`src/logic/fpu_consts.svh`:
```
`ifndef FPU_CONSTS_SVH
`define FPU_CONSTS_SVH

// binary32 field widths
`define FP_EXP_W 8
`define FP_SIG_W 23
`define FP_BIAS 127

// all-ones exponent marks infinity and NaN
`define FP_INF_EXP 8'hff

// canonical quiet NaN returned for every NaN result
`define FP_QNAN 32'h7fc00000

// largest finite magnitude, sign bit excluded
`define FP_POS_MAX 31'h7f7fffff

// cycles from i_valid to o_valid
`define FP_MUL_LAT 3

`endif

```
`src/logic/fpu_pkg.sv`:
```
`default_nettype none

`include "fpu_consts.svh"

package fpu_pkg;

    typedef logic [31:0]                    fp32_t;
    typedef logic [`FP_EXP_W-1:0]           fp_exp_t;
    // significand with the hidden bit on top
    typedef logic [`FP_SIG_W:0]             fp_sig_t;
    typedef logic [2*`FP_SIG_W+1:0]         fp_prod_t;
    // wide enough for exp_a + exp_b - bias and a full normalize shift
    typedef logic signed [`FP_EXP_W+1:0]    fp_wexp_t;
    typedef logic [4:0]                     fp_rm_t;
    typedef logic [3:0]                     fp_flags_t;
    typedef logic [5:0]                     fp_class_t;

    // rounding mode bits, lowest set bit wins
    localparam int RM_RNE = 0;
    localparam int RM_RNA = 1;
    localparam int RM_RTP = 2;
    localparam int RM_RTN = 3;
    localparam int RM_RTZ = 4;

    // flag bits, NV on top
    localparam int FLG_NV = 3;
    localparam int FLG_OF = 2;
    localparam int FLG_UF = 1;
    localparam int FLG_NX = 0;

    // operand class bits
    localparam int CLS_ZERO = 5;
    localparam int CLS_SUB  = 4;
    localparam int CLS_NORM = 3;
    localparam int CLS_INF  = 2;
    localparam int CLS_QNAN = 1;
    localparam int CLS_SNAN = 0;

endpackage

`default_nettype wire

```
`src/logic/fp_operand_unpack.sv`:
```
`timescale 1ns/1ps
`default_nettype none

`include "fpu_consts.svh"

module fp_operand_unpack (
    input  wire logic               i_clk,
    input  wire logic               i_rst,
    input  wire logic               i_valid,
    input  wire fpu_pkg::fp32_t     i_a,
    input  wire fpu_pkg::fp32_t     i_b,
    input  wire fpu_pkg::fp_rm_t    i_rm,
    output logic                    o_valid,
    output logic                    o_sign_a,
    output logic                    o_sign_b,
    output fpu_pkg::fp_exp_t        o_exp_a,
    output fpu_pkg::fp_exp_t        o_exp_b,
    output fpu_pkg::fp_sig_t        o_sig_a,
    output fpu_pkg::fp_sig_t        o_sig_b,
    output fpu_pkg::fp_class_t      o_class_a,
    output fpu_pkg::fp_class_t      o_class_b,
    output fpu_pkg::fp_rm_t         o_rm
);

    function automatic fpu_pkg::fp_class_t classify(input fpu_pkg::fp32_t x);
        fpu_pkg::fp_exp_t       e;
        logic [`FP_SIG_W-1:0]   f;
        fpu_pkg::fp_class_t     c;
        e = x[30:`FP_SIG_W];
        f = x[`FP_SIG_W-1:0];
        c = '0;
        if (e == `FP_INF_EXP) begin
            if (f == '0)
                c[fpu_pkg::CLS_INF] = 1'b1;
            // top fraction bit separates quiet from signaling
            else if (f[`FP_SIG_W-1])
                c[fpu_pkg::CLS_QNAN] = 1'b1;
            else
                c[fpu_pkg::CLS_SNAN] = 1'b1;
        end else if (e == '0) begin
            if (f == '0)
                c[fpu_pkg::CLS_ZERO] = 1'b1;
            else
                c[fpu_pkg::CLS_SUB] = 1'b1;
        end else begin
            c[fpu_pkg::CLS_NORM] = 1'b1;
        end
        return c;
    endfunction

    // subnormals share the scale of exponent 1, only the hidden bit differs
    function automatic fpu_pkg::fp_exp_t eff_exp(input fpu_pkg::fp32_t x);
        return (x[30:`FP_SIG_W] == '0) ? fpu_pkg::fp_exp_t'(1) : x[30:`FP_SIG_W];
    endfunction

    function automatic fpu_pkg::fp_sig_t eff_sig(input fpu_pkg::fp32_t x);
        return {x[30:`FP_SIG_W] != '0, x[`FP_SIG_W-1:0]};
    endfunction

    always_ff @(posedge i_clk) begin
        if (i_rst)
            o_valid <= 1'b0;
        else
            o_valid <= i_valid;
    end

    always_ff @(posedge i_clk) begin
        if (i_valid) begin
            o_sign_a  <= i_a[31];
            o_sign_b  <= i_b[31];
            o_exp_a   <= eff_exp(i_a);
            o_exp_b   <= eff_exp(i_b);
            o_sig_a   <= eff_sig(i_a);
            o_sig_b   <= eff_sig(i_b);
            o_class_a <= classify(i_a);
            o_class_b <= classify(i_b);
            o_rm      <= i_rm;
        end
    end

    // downstream special-case decode relies on exactly one class per operand
    a_class_onehot: assert property (@(posedge i_clk) disable iff (i_rst)
        o_valid |-> $onehot(o_class_a) && $onehot(o_class_b));

endmodule

`default_nettype wire

```
`src/logic/fp_mul_round.sv`:
```
`timescale 1ns/1ps
`default_nettype none

`include "fpu_consts.svh"

module fp_mul_round (
    input  wire logic               i_clk,
    input  wire logic               i_rst,
    input  wire logic               i_valid,
    input  wire logic               i_sign_a,
    input  wire logic               i_sign_b,
    input  wire fpu_pkg::fp_exp_t   i_exp_a,
    input  wire fpu_pkg::fp_exp_t   i_exp_b,
    input  wire fpu_pkg::fp_sig_t   i_sig_a,
    input  wire fpu_pkg::fp_sig_t   i_sig_b,
    input  wire fpu_pkg::fp_class_t i_class_a,
    input  wire fpu_pkg::fp_class_t i_class_b,
    input  wire fpu_pkg::fp_rm_t    i_rm,
    output logic                    o_valid,
    output fpu_pkg::fp32_t          o_result,
    output fpu_pkg::fp_flags_t      o_flags,
    output logic                    o_nan_in,
    output fpu_pkg::fp_rm_t         o_rm
);

    function automatic logic [5:0] lzc48(input fpu_pkg::fp_prod_t p);
        logic [5:0] n;
        n = 6'd48;
        // highest set bit is found last and wins
        for (int i = 0; i < 48; i++) begin
            if (p[i])
                n = 6'(47 - i);
        end
        return n;
    endfunction

    logic               nan_a, nan_b, inf_a, inf_b, zero_a, zero_b;
    logic               any_nan, any_snan, inf_x_zero;
    logic               res_sign;
    fpu_pkg::fp32_t     spec_res;

    logic               r_valid;
    logic               r_sign;
    fpu_pkg::fp_prod_t  r_prod;
    fpu_pkg::fp_wexp_t  r_wexp;
    fpu_pkg::fp_rm_t    r_rm;
    logic               r_special;
    fpu_pkg::fp32_t     r_spec_res;
    logic               r_spec_nv;
    logic               r_nan_in;

    // special operand decode ahead of the stage 2 register
    always_comb begin
        nan_a      = i_class_a[fpu_pkg::CLS_QNAN] | i_class_a[fpu_pkg::CLS_SNAN];
        nan_b      = i_class_b[fpu_pkg::CLS_QNAN] | i_class_b[fpu_pkg::CLS_SNAN];
        inf_a      = i_class_a[fpu_pkg::CLS_INF];
        inf_b      = i_class_b[fpu_pkg::CLS_INF];
        zero_a     = i_class_a[fpu_pkg::CLS_ZERO];
        zero_b     = i_class_b[fpu_pkg::CLS_ZERO];
        any_nan    = nan_a | nan_b;
        any_snan   = i_class_a[fpu_pkg::CLS_SNAN] | i_class_b[fpu_pkg::CLS_SNAN];
        inf_x_zero = (inf_a & zero_b) | (zero_a & inf_b);
        res_sign   = i_sign_a ^ i_sign_b;
        if (any_nan || inf_x_zero)
            spec_res = `FP_QNAN;
        else if (inf_a || inf_b)
            spec_res = {res_sign, `FP_INF_EXP, {`FP_SIG_W{1'b0}}};
        else
            spec_res = {res_sign, 31'b0};
    end

    always_ff @(posedge i_clk) begin
        if (i_rst)
            r_valid <= 1'b0;
        else
            r_valid <= i_valid;
    end

    always_ff @(posedge i_clk) begin
        if (i_valid) begin
            r_sign     <= res_sign;
            r_prod     <= i_sig_a * i_sig_b;
            r_wexp     <= fpu_pkg::fp_wexp_t'({2'b00, i_exp_a})
                        + fpu_pkg::fp_wexp_t'({2'b00, i_exp_b})
                        - fpu_pkg::fp_wexp_t'(`FP_BIAS);
            r_rm       <= i_rm;
            r_special  <= any_nan | inf_a | inf_b | zero_a | zero_b;
            r_spec_res <= spec_res;
            r_spec_nv  <= any_snan | inf_x_zero;
            r_nan_in   <= any_nan;
        end
    end

    logic [5:0]         lz;
    fpu_pkg::fp_wexp_t  e_norm;
    fpu_pkg::fp_wexp_t  sh_full;
    logic [5:0]         sh;
    fpu_pkg::fp_prod_t  norm_m;
    logic [95:0]        shifted;
    fpu_pkg::fp_sig_t   sig24;
    logic               tiny, guard, sticky, inexact;
    logic               round_up, to_inf, ovf;
    fpu_pkg::fp_exp_t   exp_f;
    logic [30:0]        rnd_mag;
    logic [30:0]        ovf_mag;

    always_comb begin
        // product msb at bit 47 means biased exponent wexp + 1
        lz      = lzc48(r_prod);
        e_norm  = r_wexp + fpu_pkg::fp_wexp_t'(1) - fpu_pkg::fp_wexp_t'({4'b0000, lz});
        norm_m  = r_prod << lz;
        tiny    = e_norm < fpu_pkg::fp_wexp_t'(1);
        sh_full = fpu_pkg::fp_wexp_t'(1) - e_norm;
        if (!tiny)
            sh = 6'd0;
        else if (sh_full > fpu_pkg::fp_wexp_t'(48))
            sh = 6'd48;
        else
            sh = sh_full[5:0];

        // denormalize, low half collects the bits shifted out
        shifted = {norm_m, 48'b0} >> sh;
        sig24   = shifted[95:72];
        guard   = shifted[71];
        sticky  = (|shifted[70:48]) | (|shifted[47:0]);
        inexact = guard | sticky;
        exp_f   = tiny ? '0 : e_norm[`FP_EXP_W-1:0];

        if (r_rm[fpu_pkg::RM_RNE]) begin
            round_up = guard & (sticky | sig24[0]);
            to_inf   = 1'b1;
        end else if (r_rm[fpu_pkg::RM_RNA]) begin
            round_up = guard;
            to_inf   = 1'b1;
        end else if (r_rm[fpu_pkg::RM_RTP]) begin
            round_up = inexact & ~r_sign;
            to_inf   = ~r_sign;
        end else if (r_rm[fpu_pkg::RM_RTN]) begin
            round_up = inexact & r_sign;
            to_inf   = r_sign;
        end else begin
            round_up = 1'b0;
            to_inf   = 1'b0;
        end

        // a carry out of the fraction bumps the exponent field directly
        rnd_mag = {exp_f, sig24[`FP_SIG_W-1:0]} + 31'(round_up);
        ovf     = (e_norm > fpu_pkg::fp_wexp_t'(254))
                | (rnd_mag[30:`FP_SIG_W] == `FP_INF_EXP);
        ovf_mag = to_inf ? {`FP_INF_EXP, {`FP_SIG_W{1'b0}}} : `FP_POS_MAX;

        o_flags = '0;
        if (r_special) begin
            o_result                = r_spec_res;
            o_flags[fpu_pkg::FLG_NV] = r_spec_nv;
        end else if (ovf) begin
            o_result                = {r_sign, ovf_mag};
            o_flags[fpu_pkg::FLG_OF] = 1'b1;
            o_flags[fpu_pkg::FLG_NX] = 1'b1;
        end else begin
            o_result                = {r_sign, rnd_mag};
            // tininess is judged before rounding
            o_flags[fpu_pkg::FLG_UF] = tiny & inexact;
            o_flags[fpu_pkg::FLG_NX] = inexact;
        end
    end

    assign o_valid  = r_valid;
    assign o_nan_in = r_nan_in;
    assign o_rm     = r_rm;

    a_of_inexact: assert property (@(posedge i_clk) disable iff (i_rst)
        o_valid && o_flags[fpu_pkg::FLG_OF] |-> o_flags[fpu_pkg::FLG_NX]);

    a_uf_inexact: assert property (@(posedge i_clk) disable iff (i_rst)
        o_valid && o_flags[fpu_pkg::FLG_UF] |-> o_flags[fpu_pkg::FLG_NX]);

endmodule

`default_nettype wire

```
`src/logic/fp_flag_audit.sv`:
```
`timescale 1ns/1ps
`default_nettype none

`include "fpu_consts.svh"

module fp_flag_audit (
    input  wire logic               i_clk,
    input  wire logic               i_rst,
    input  wire logic               i_valid,
    input  wire fpu_pkg::fp32_t     i_result,
    input  wire fpu_pkg::fp_flags_t i_flags,
    input  wire logic               i_nan_in,
    input  wire fpu_pkg::fp_rm_t    i_rm,
    input  wire logic               i_flags_clr,
    output logic                    o_valid,
    output fpu_pkg::fp32_t          o_result,
    output fpu_pkg::fp_flags_t      o_flags,
    output fpu_pkg::fp_flags_t      o_fflags,
    output logic                    o_audit_err
);

    fpu_pkg::fp_exp_t       res_exp;
    logic [`FP_SIG_W-1:0]   res_frac;
    logic                   res_sign, res_nan, res_qnan, res_inf;
    logic                   res_zero, res_sub, res_max, res_min_norm;
    logic                   nv, of, uf, nx;
    logic                   ovf_ok;
    logic                   audit_fail;

    always_comb begin
        res_sign     = i_result[31];
        res_exp      = i_result[30:`FP_SIG_W];
        res_frac     = i_result[`FP_SIG_W-1:0];
        res_nan      = (res_exp == `FP_INF_EXP) && (res_frac != '0);
        res_qnan     = res_nan && res_frac[`FP_SIG_W-1];
        res_inf      = (res_exp == `FP_INF_EXP) && (res_frac == '0);
        res_zero     = i_result[30:0] == '0;
        res_sub      = (res_exp == '0) && (res_frac != '0);
        res_max      = i_result[30:0] == `FP_POS_MAX;
        // a tiny value may round up into the smallest normal and still be UF
        res_min_norm = i_result[30:0] == 31'h00800000;

        nv = i_flags[fpu_pkg::FLG_NV];
        of = i_flags[fpu_pkg::FLG_OF];
        uf = i_flags[fpu_pkg::FLG_UF];
        nx = i_flags[fpu_pkg::FLG_NX];

        // overflow lands on infinity or max depending on mode and sign
        casez (i_rm)
            5'b????1,
            5'b???10: ovf_ok = res_inf;
            5'b??100: ovf_ok = res_sign ? res_max : res_inf;
            5'b?1000: ovf_ok = res_sign ? res_inf : res_max;
            default:  ovf_ok = res_max;
        endcase

        audit_fail = 1'b0;
        if (i_nan_in && (!res_nan || of || uf || nx))
            audit_fail = 1'b1;
        if (nv && !res_qnan)
            audit_fail = 1'b1;
        if ((of || uf) && !nx)
            audit_fail = 1'b1;
        if (uf && !(res_sub || res_zero || res_min_norm))
            audit_fail = 1'b1;
        // infinities and subnormals are exact unless OF or UF explains it
        if (res_inf && !of && nx)
            audit_fail = 1'b1;
        if (res_sub && !uf && nx)
            audit_fail = 1'b1;
        if (of && !ovf_ok)
            audit_fail = 1'b1;
    end

    always_ff @(posedge i_clk) begin
        if (i_rst) begin
            o_valid     <= 1'b0;
            o_fflags    <= '0;
            o_audit_err <= 1'b0;
        end else begin
            o_valid <= i_valid;
            // a clear in the same cycle as a result keeps that result's flags
            if (i_flags_clr)
                o_fflags <= i_valid ? i_flags : '0;
            else if (i_valid)
                o_fflags <= o_fflags | i_flags;
            if (i_valid && audit_fail)
                o_audit_err <= 1'b1;
        end
    end

    always_ff @(posedge i_clk) begin
        if (i_valid) begin
            o_result <= i_result;
            o_flags  <= i_flags;
        end
    end

    a_err_sticky: assert property (@(posedge i_clk)
        $past(o_audit_err) && !$past(i_rst) |-> o_audit_err);

endmodule

`default_nettype wire

```
`src/logic/fp_mul_unit.sv`:
```
`timescale 1ns/1ps
`default_nettype none

`include "fpu_consts.svh"

module fp_mul_unit (
    input  wire logic               i_clk,
    input  wire logic               i_rst,
    input  wire logic               i_valid,
    input  wire fpu_pkg::fp32_t     i_a,
    input  wire fpu_pkg::fp32_t     i_b,
    input  wire fpu_pkg::fp_rm_t    i_rm,
    input  wire logic               i_flags_clr,
    output logic                    o_valid,
    output fpu_pkg::fp32_t          o_result,
    output fpu_pkg::fp_flags_t      o_flags,
    output fpu_pkg::fp_flags_t      o_fflags,
    output logic                    o_audit_err
);

    // stage 1 unpacked operands
    logic                   s1_valid;
    logic                   s1_sign_a, s1_sign_b;
    fpu_pkg::fp_exp_t       s1_exp_a, s1_exp_b;
    fpu_pkg::fp_sig_t       s1_sig_a, s1_sig_b;
    fpu_pkg::fp_class_t     s1_class_a, s1_class_b;
    fpu_pkg::fp_rm_t        s1_rm;

    // stage 2 rounded result
    logic                   s2_valid;
    fpu_pkg::fp32_t         s2_result;
    fpu_pkg::fp_flags_t     s2_flags;
    logic                   s2_nan_in;
    fpu_pkg::fp_rm_t        s2_rm;

    fp_operand_unpack u_unpack (
        .i_clk     (i_clk),
        .i_rst     (i_rst),
        .i_valid   (i_valid),
        .i_a       (i_a),
        .i_b       (i_b),
        .i_rm      (i_rm),
        .o_valid   (s1_valid),
        .o_sign_a  (s1_sign_a),
        .o_sign_b  (s1_sign_b),
        .o_exp_a   (s1_exp_a),
        .o_exp_b   (s1_exp_b),
        .o_sig_a   (s1_sig_a),
        .o_sig_b   (s1_sig_b),
        .o_class_a (s1_class_a),
        .o_class_b (s1_class_b),
        .o_rm      (s1_rm)
    );

    fp_mul_round u_mul_round (
        .i_clk     (i_clk),
        .i_rst     (i_rst),
        .i_valid   (s1_valid),
        .i_sign_a  (s1_sign_a),
        .i_sign_b  (s1_sign_b),
        .i_exp_a   (s1_exp_a),
        .i_exp_b   (s1_exp_b),
        .i_sig_a   (s1_sig_a),
        .i_sig_b   (s1_sig_b),
        .i_class_a (s1_class_a),
        .i_class_b (s1_class_b),
        .i_rm      (s1_rm),
        .o_valid   (s2_valid),
        .o_result  (s2_result),
        .o_flags   (s2_flags),
        .o_nan_in  (s2_nan_in),
        .o_rm      (s2_rm)
    );

    fp_flag_audit u_audit (
        .i_clk       (i_clk),
        .i_rst       (i_rst),
        .i_valid     (s2_valid),
        .i_result    (s2_result),
        .i_flags     (s2_flags),
        .i_nan_in    (s2_nan_in),
        .i_rm        (s2_rm),
        .i_flags_clr (i_flags_clr),
        .o_valid     (o_valid),
        .o_result    (o_result),
        .o_flags     (o_flags),
        .o_fflags    (o_fflags),
        .o_audit_err (o_audit_err)
    );

endmodule

`default_nettype wire

```
`config.mk`:
```
export PLATFORM = sky130hd
export DESIGN_NAME = fp_mul_unit
export DESIGN_NICKNAME = d
export VERILOG_FILES = /design/src/logic/fpu_pkg.sv /design/src/logic/fp_operand_unpack.sv /design/src/logic/fp_mul_round.sv /design/src/logic/fp_flag_audit.sv /design/src/logic/fp_mul_unit.sv
export VERILOG_INCLUDE_DIRS = /design/src /design/src/logic
export SDC_FILE = /design/constraint.sdc
export NUM_CORES = 2
export LEC_CHECK = 0
export BUFFER_PORTS_ARGS = -buffer_cell sky130_fd_sc_hd__buf_2
export CAP_MARGIN = 20
export CORE_MARGIN = 2
export CORE_UTILIZATION = 50
export CTS_BUF_LIST = sky130_fd_sc_hd__clkbuf_16
export DETAILED_ROUTE_END_ITERATION = 10
export PLACE_DENSITY = 0.71
export SKIP_CTS_REPAIR_TIMING = 1
export SYNTH_ARGS = -nofsm -noshare
export SYNTH_HDL_FRONTEND = slang
export SYNTH_SLANG_ARGS = --single-unit
```
`constraint.sdc`:
```
create_clock -name i_clk -period 12.8 [get_ports i_clk]
set_input_delay 0.64 -clock i_clk [delete_from_list [all_inputs] [get_ports i_clk]]
set_output_delay 0.64 -clock i_clk [all_outputs]
set_load 0.01 [all_outputs]
```
# ---- Word-level counts from Yosys, hierarchy flattened
# Cells that the tools add are included.
dict set report word_totals {
  output_inout_bits 42
  input_bits 73
  wordCells 212
  register_bits 222
}
dict set report op_classes {
  n_reduce_logical 47
  n_addsub 6
  shift 2
  n_lt_le_gt_ge 3
  bitwise 27
  eq_ne 9
  n_mux 89
  n_mul 1
}
# cell n
set op_table {}
lappend op_table {{6-bit 2-to-1 mux} 34}
lappend op_table {{96-bit by 6-bit >> shifter with 95-bit output} 1}
lappend op_table {{5-bit 2-to-1 mux} 16}
lappend op_table {{23-bit logical NOT} 3}
lappend op_table {{31-bit 2-to-1 mux} 2}
lappend op_table {{24-bit by 24-bit multiplier with 48-bit output} 1}
lappend op_table {{48-bit OR reduction} 1}
lappend op_table {{48-bit by 6-bit left shift with 48-bit output} 1}
lappend op_table {{8-bit equality test, second input constant} 4}
lappend op_table {{32-bit 2-to-1 mux} 1}
lappend op_table {{31-bit by 1-bit adder with 31-bit output} 1}
lappend op_table {{31-bit by 24-bit equality test with 1-bit output, second input constant} 1}
lappend op_table {{31-bit equality test, second input constant} 1}
lappend op_table {{31-bit logical NOT} 1}
lappend op_table {{1-bit 2-to-1 mux} 29}
lappend op_table {{8-bit logical NOT} 3}
lappend op_table {{24-bit 2-to-1 mux} 1}
lappend op_table {{23-bit nonzero test} 1}
lappend op_table {{23-bit OR reduction} 1}
lappend op_table {{8-bit nonzero test} 2}
lappend op_table {{1-bit logical AND} 14}
lappend op_table {{1-bit OR} 14}
lappend op_table {{4-bit 2-to-1 mux} 3}
lappend op_table {{10-bit by 2-bit adder with 10-bit output, second input constant} 1}
lappend op_table {{21 further kinds} 47}

# ---- Logic depth before layout (Yosys ltp)
dict set report logic_depth {
  word_depth 82
  mapped_depth 56
  ltp_nobuf 43
}

# ---- Hierarchy
# From an unflattened synthesis, not the netlist that was laid out.
dict set report hier_totals {
  hier_cells 4114
  hier_area_um2 35724.3
}
# mod cells_per_inst area_per_inst_um2 seq_area_each_um2 instances
set by_module_without_submodules {}
lappend by_module_without_submodules {fp_mul_round 3874 31273.7 2122.0 1}
lappend by_module_without_submodules {fp_operand_unpack 141 2861.5 2512.4 1}
lappend by_module_without_submodules {fp_flag_audit 99 1589.0 1201.2 1}

# ---- Worst setup path after synthesis
# OpenSTA, ideal clock, no wires.
dict set report synth_path {
  path_kind {register -> register}
  start {register u_mul_round.r_prod[21]}
  end {register u_audit.o_result[11] (data pin)}
  synth_period_minus_slack_ps 10895
  stages_incl_launch_ff 52
  setup_time_ps 266
  n_path_buf 15
  setup_slack_ps 1905
  arrival_time_ps 10629
  t_required_ps 12534
  path_cell_list {edfxtp_1 -> buf_6 -> or4_1 -> or3_1 -> a31oi_2 -> o21ai_2 -> nand2_4 -> inv_2 -> buf_2 -> buf_2 -> buf_2 -> buf_2 -> buf_1 -> ha_1 -> inv_1 -> ha_1 -> fa_1 -> clkbuf_1 -> (+16 left out) -> a21oi_1 -> o31ai_1 -> nor2_1 -> o32a_1 -> nor4_1 -> o21ai_0 -> a21oi_1 -> nor2_1 -> ha_1 -> ha_1 -> o2111ai_2 -> nor4_4 -> xnor2_1 -> and4_1 -> clkbuf_1 -> a2bb2oi_1 -> clkbuf_1 -> nor2_1}
}
dict set report synth_between {
  elab_chain_cells 46
  word_cells_on_any_way 54
  cone_classes {3 x add/sub; 3 x order compare; 1 x eq/ne; 2 x shift; 36 x mux; 7 x bitwise; 2 x reduce/logical}
}
# item line_no
set synth_lines {}
lappend synth_lines {{start, declared} fp_mul_round.sv:44} ;# fpu_pkg::fp_prod_t r_prod;
lappend synth_lines {{start signal, assigned} fp_mul_round.sv:82} ;# r_prod <= i_sig_a * i_sig_b;
lappend synth_lines {{6-bit 2-to-1 mux (27 in series)} fp_mul_round.sv:31} ;# if (p[i])
lappend synth_lines {{10-bit by 7-bit subtractor with 10-bit output} fp_mul_round.sv:110} ;# e_norm = r_wexp + fpu_pkg::fp_wexp_t'(1) - fpu_pkg::fp_wexp_t'({4'b0000, lz});
lappend synth_lines {{2-bit by 10-bit subtractor with 10-bit output} fp_mul_round.sv:113} ;# sh_full = fpu_pkg::fp_wexp_t'(1) - e_norm;
lappend synth_lines {{10-bit by 7-bit > comparator with 1-bit output} fp_mul_round.sv:116} ;# else if (sh_full > fpu_pkg::fp_wexp_t'(48))
lappend synth_lines {{6-bit 2-to-1 mux} fp_mul_round.sv:116}
lappend synth_lines {{6-bit 2-to-1 mux} fp_mul_round.sv:114} ;# if (!tiny)
lappend synth_lines {{96-bit by 6-bit >> shifter with 95-bit output} fp_mul_round.sv:122} ;# shifted = {norm_m, 48'b0} >> sh;
lappend synth_lines {{48-bit OR reduction or 23-bit OR reduction (tied branches)} fp_mul_round.sv:125} ;# sticky = (|shifted[70:48]) | (|shifted[47:0]);
lappend synth_lines {{(+5 left out)} --}
lappend synth_lines {{1-bit 2-to-1 mux} fp_mul_round.sv:132} ;# end else if (r_rm[fpu_pkg::RM_RNA]) begin
lappend synth_lines {{1-bit 2-to-1 mux} fp_mul_round.sv:129} ;# if (r_rm[fpu_pkg::RM_RNE]) begin
lappend synth_lines {{31-bit by 1-bit adder with 31-bit output} fp_mul_round.sv:147} ;# rnd_mag = {exp_f, sig24[`FP_SIG_W-1:0]} + 31'(round_up);
lappend synth_lines {{8-bit equality test (no source line)} --}
lappend synth_lines {{1-bit OR} fp_mul_round.sv:148} ;# ovf = (e_norm > fpu_pkg::fp_wexp_t'(254))
lappend synth_lines {{31-bit 2-to-1 mux (*)} fp_mul_round.sv:156} ;# end else if (ovf) begin
lappend synth_lines {{32-bit 2-to-1 mux (*)} fp_mul_round.sv:153} ;# if (r_special) begin
lappend synth_lines {{net s2_result[11]} fp_mul_unit.sv:31} ;# fpu_pkg::fp32_t s2_result;
lappend synth_lines {{end signal, assigned} fp_flag_audit.sv:94} ;# o_result <= i_result;
lappend synth_lines {{end, declared} fp_flag_audit.sv:16} ;# output fpu_pkg::fp32_t o_result,
# The timed path passes the listed nets; every way through them passes the cells marked *.
# A chain may end at the register's enable or synchronous reset.

# ---- Final worst setup path
dict set report layout_path {
  start {register u_mul_round.r_prod[45]}
  end {register u_audit.o_audit_err}
}
dict set report layout_between {
  elab_chain_cells 37
  word_cells_on_any_way 79
  cone_classes {3 x add/sub; 3 x order compare; 4 x eq/ne; 2 x shift; 26 x mux; 8 x bitwise; 33 x reduce/logical}
}
# item line_no
set layout_lines {}
lappend layout_lines {{6-bit 2-to-1 mux (3 in series)} fp_mul_round.sv:31}
lappend layout_lines {{10-bit by 7-bit subtractor with 10-bit output} fp_mul_round.sv:110}
lappend layout_lines {{2-bit by 10-bit subtractor with 10-bit output} fp_mul_round.sv:113}
lappend layout_lines {{10-bit by 7-bit > comparator with 1-bit output} fp_mul_round.sv:116}
lappend layout_lines {{6-bit 2-to-1 mux} fp_mul_round.sv:116}
lappend layout_lines {{6-bit 2-to-1 mux} fp_mul_round.sv:114}
lappend layout_lines {{96-bit by 6-bit >> shifter with 95-bit output} fp_mul_round.sv:122}
lappend layout_lines {{48-bit OR reduction or 23-bit OR reduction (tied branches)} fp_mul_round.sv:125}
lappend layout_lines {{(+19 left out)} --}
lappend layout_lines {{1-bit 2-to-1 mux} fp_flag_audit.sv:58} ;# if (i_nan_in && (!res_nan || of || uf || nx))
lappend layout_lines {{1-bit 2-to-1 mux} fp_flag_audit.sv:60} ;# if (nv && !res_qnan)
lappend layout_lines {{1-bit 2-to-1 mux} fp_flag_audit.sv:62} ;# if ((of || uf) && !nx)
lappend layout_lines {{1-bit 2-to-1 mux} fp_flag_audit.sv:64} ;# if (uf && !(res_sub || res_zero || res_min_norm))
lappend layout_lines {{1-bit 2-to-1 mux} fp_flag_audit.sv:67} ;# if (res_inf && !of && nx)
lappend layout_lines {{1-bit 2-to-1 mux} fp_flag_audit.sv:69} ;# if (res_sub && !uf && nx)
lappend layout_lines {{1-bit 2-to-1 mux (*)} fp_flag_audit.sv:71} ;# if (of && !ovf_ok)
lappend layout_lines {{1-bit logical AND (*)} fp_flag_audit.sv:87} ;# if (i_valid && audit_fail)
lappend layout_lines {{end signal, assigned} fp_flag_audit.sv:79} ;# o_audit_err <= 1'b0;
lappend layout_lines {{end signal, assigned} fp_flag_audit.sv:88} ;# o_audit_err <= 1'b1;
lappend layout_lines {{end, declared} fp_flag_audit.sv:19} ;# output logic o_audit_err
# Mark *: on every way between the ends. The rest lies on a longest branch, timed or not.

==> parameters.txt <==
Parameter                              Value

Setup path
  Crit path max-delay cell type ... nor4_1
  Worst endpoint required time ... between 10 and 15 ns
  Critical path's largest stage delay ... 0.62 ns
  Crit start category ... flip-flop
  Crit path capture type ... flip-flop
  Highest net fanout along the worst path ... 17
  Startpoint of the worst register-to-register path ... u_mul_round.r_prod[45]
  Timing startpoint of the critical path ... u_mul_round.r_prod[45]
  Type of the worst setup path ... reg -> reg
  Setup crit end ... u_audit.o_audit_err
  Flop-to-flop setup slack ... about 1.2 ns
  Signal arrival time at the worst endpoint ... 12.00 ns
  Worst reg2reg endpoint ... u_audit.o_audit_err
  Reg2Reg Depth ... 41

CTS
  Clock edge transition at the registers on the reported setup and hold paths ... 0.07 ns
  Number of H-tree levels ... 4
  Clock Root Buffer ... clkbuf_16
  CTS buffer count ... 17
  Clock tree from TritonCTS ... done
  Maximum clock insertion buffer count ... 2
  Clock Sink Count ... 191
  Latest clock arrival within the worst-skew pair ... between 0.4 and 0.5 ns

Layout
  Layout cells sized above 1 ... 0.0777
  Post-route cell area ... roughly 37,000 µm²
  Growth of design area from synthesis to finish ... 5.97%
  Leading cell types in the layout, fill and taps excluded ... 595 x nand2_1, 551 x inv_1, 484 x fa_1, 224 x and2_1, 206 x nor2_1
  Filler-free cell count of the finished design ... 5,031
  Most common cell after layout, fill and taps aside ... nand2_1
  Number of antenna cells inserted ... 0
  Final nets ... 4,837

STA
  Clock period minus final worst setup slack ... 11.60 ns
  Final setup viols ... 0
  Total Negative Setup Slacks ... 0 ns
  Tcrit/Tclk final ... 0.906
  Setup repair after global routing missed its margin ... false
  Maximum frequency from static timing analysis ... 86.2 MHz
  Actual transition at the worst max-transition pin ... 1.19 ns
  Max-slew violation total from the final report ... 0
  Number of hold violations in the final report ... 0
  Final clock skew ... 0.0193 ns
  Relative max-transition margin ... 0.204

Routing
  Total length of routed wires ... 110,000 µm
  Remaining number of nets flagged by the antenna check after routing ... 0
  Per-cell routed wire length ... between 20 and 25 µm
  Detail-routed via count per cell ... 6.14
  Total number of vias ... a little over 30k
  Drt pass-1 iters ... 9
  Number of remaining DRC errors ... 0
  First-iteration detailed-routing DRC count ... 3,086

Die
  Die area ... between 70,000 and 80,000 µm²
  Die span in x ... 269 µm
  Std-Cell Rows ... 97
  Area of the core ... 69,700 µm²
  Die Ht ... between 200 and 300 µm
  Starting Density ... 0.503
  Count of boundary I/O pins ... 115

Yosys
  Most used DFF post-synth ... edfxtp_1
  Proportion of synthesized chip area in sequential cells ... 0.161
  Yosys warnings ... 0
  Number of nets in the synthesized netlist ... 4,865
  Summed instance area of the synthesized netlist ... 35,000 µm²
  Combinational family with the most area after synthesis ... adder cells
  Cell type contributing the most total cell area after synthesis ... fa_1
  Adder-cell area share of the yosys netlist ... 0.349
  Number of enable flip-flop cells after synthesis ... 183
  Share of cell area taken by muxes after synthesis ... 0.0148
  Flip-flop and latch count after synthesis ... 191
  Number of instances in the synthesized netlist ... 4,106
  XOR/XNOR Fraction of Synth Area ... 0.0215
  Fraction of the mapped netlist area in compound gates ... 0.149
  Post-synth cell types ... 114
  Synthesized area per cell ... 8.53 µm²
  Post-Synth Simple-Gate Area ... 0.213
  Cells taking the most area after synthesis ... fa_1 28%, edfxtp_1 16%, ha_1 7.2%
  Async SR Flop Fraction ... 0
  Share of the synthesized area in the top cell type ... 0.277

Min path
  Class of the worst hold path ... in -> reg

Placement
  Routability Congestion ... around 1.0
  Placed cells ... 4,998
  Dpl cell area ... ~36,000 µm²
  Post-DP HPWL ... 84,100 µm
  Port bufs ... between 100 and 150

Job
  Max cap viols ... 0

GRT
  Antenna violations before repair ... 1
  GRT Overall Usage ... 0.312
  Grt total ovfl ... 0
  Via count of the first global-routing pass ... 30.9k
  First-pass GRT wire length ... 174,000 µm
  Pin count of the biggest net entering global routing ... 80

Run status
  Outcome ... finished, final reports clean
-- synth_stat cells, types with 11 or more instances --
library cell    n
or3_1          18
nor4_1         57
o21ai_0       117
edfxtp_1      183
a211oi_1       38
nand2_1       595
a22o_1         12
a32oi_1        13
o21a_1         15
o21bai_1       16
mux2i_1        37
a31oi_1        34
nor3_1         93
a221oi_1       17
a311oi_1       11
a21o_1         27
o211ai_1       48
nand2b_1       20
ha_1          202
xor2_1         24
buf_1          11
and2_1        224
buf_2          56
o21ai_1        13
a211o_1        17
inv_1         550
xnor2_1        62
nor2b_1        15
or4_1          13
a21oi_1       175
nand4_1        44
nor2_1        206
o31ai_1        14
and3_1         30
a22oi_1        26
nand3_1       151
clkbuf_1      182
fa_1          484
o22ai_1        19
-- area by class of cell --
type / count / area [µm²]
repair buffers: 215 / 1390
fillers: 6581 / 32600
flip-flops and latches: 191 / 5660
clock buffers: 17 / 425
multi-input cells: 3099 / 26200
clock inverters: 15 / 196
well taps: 940 / 1180
inverters: 554 / 2080
-- worst min path at each step --
stage,startpoint,to,slack (ns),cells after the start
CTS,i_rm[0],u_unpack.o_rm[0],0.30,1
global route,i_rm[2],u_unpack.o_rm[2],0.31,1
floorplan,u_unpack.o_rm[0],u_mul_round.o_rm[0],0.40,0
global placement,u_unpack.o_rm[2],u_mul_round.o_rm[2],0.40,0
finish,i_b[31],u_unpack.o_sign_b,0.33,1
detailed placement,u_unpack.o_rm[0],u_mul_round.o_rm[0],0.40,0
-- per-stage QoR --
step,hold slack (ns),worst slack [ns],util
after CTS,0.302,1.45,0.532
final,0.328,1.20,0.533
after global routing,0.312,0.323,0.533
after detailed placement,0.405,1.49,0.523
after floorplan,0.400,1.90,-
after global placement,0.403,1.57,0.523
-- logic make-up after synthesis --
| group | after synthesis |
|---|---|
| buffers and inverters | 816 |
| AND/OR/NAND/NOR | 1529 |
| XOR/XNOR | 86 |
| flip-flops | 191 |
| adder cells (fa/ha/maj) | 686 |
| multiplexers | 48 |
| AO/OA/AOI/OAI | 750 |
-- worst max-delay path: cells and delay by family (launching register included) --
| family | cells | cell delay, ns |
|---|---|---|
| AO/OA/AOI/OAI | 18 | 4.41 |
| XOR/XNOR | 2 | 0.79 |
| adder cells (fa/ha/maj) | 4 | 1.30 |
| buffers and inverters | 4 | 0.38 |
| flip-flops | 1 | 0.56 |
| AND/OR/NAND/NOR | 13 | 4.04 |
-- flip-flops by register name (all words and copies together) (netlist names), 3 cells and up --
name / cells
u_mul_round.r_prod: 48
u_audit.o_result: 32
u_unpack.o_sig_a: 24
u_unpack.o_sig_b: 24
u_mul_round.r_wexp: 10
u_unpack.o_exp_a: 8
u_unpack.o_exp_b: 8
u_audit.o_fflags: 4
u_audit.o_flags: 4
u_mul_round.o_rm: 4
u_unpack.o_class_a: 4
u_unpack.o_class_b: 4
u_unpack.o_rm: 4
u_mul_round.r_spec_res: 3
-- routing by layer --
| layer | share of wire | GRT usage | wire length (µm) | up-vias |
|---|---|---|---|---|
| met5 | 0.00010 | 0 | 11 | - |
| met4 | 0.044 | 0.136 | 4920 | 2 |
| met3 | 0.085 | 0.0570 | 9440 | 280 |
| met2 | 0.46 | 0.502 | 51200 | 1579 |
| met1 | 0.41 | 0.414 | 44900 | 15200 |
| li1 | - | - | - | 13900 |
Power is left out: the tool's default activity adds up to more than one toggle a clock period on the data nets, which glitch-free logic cannot reach.
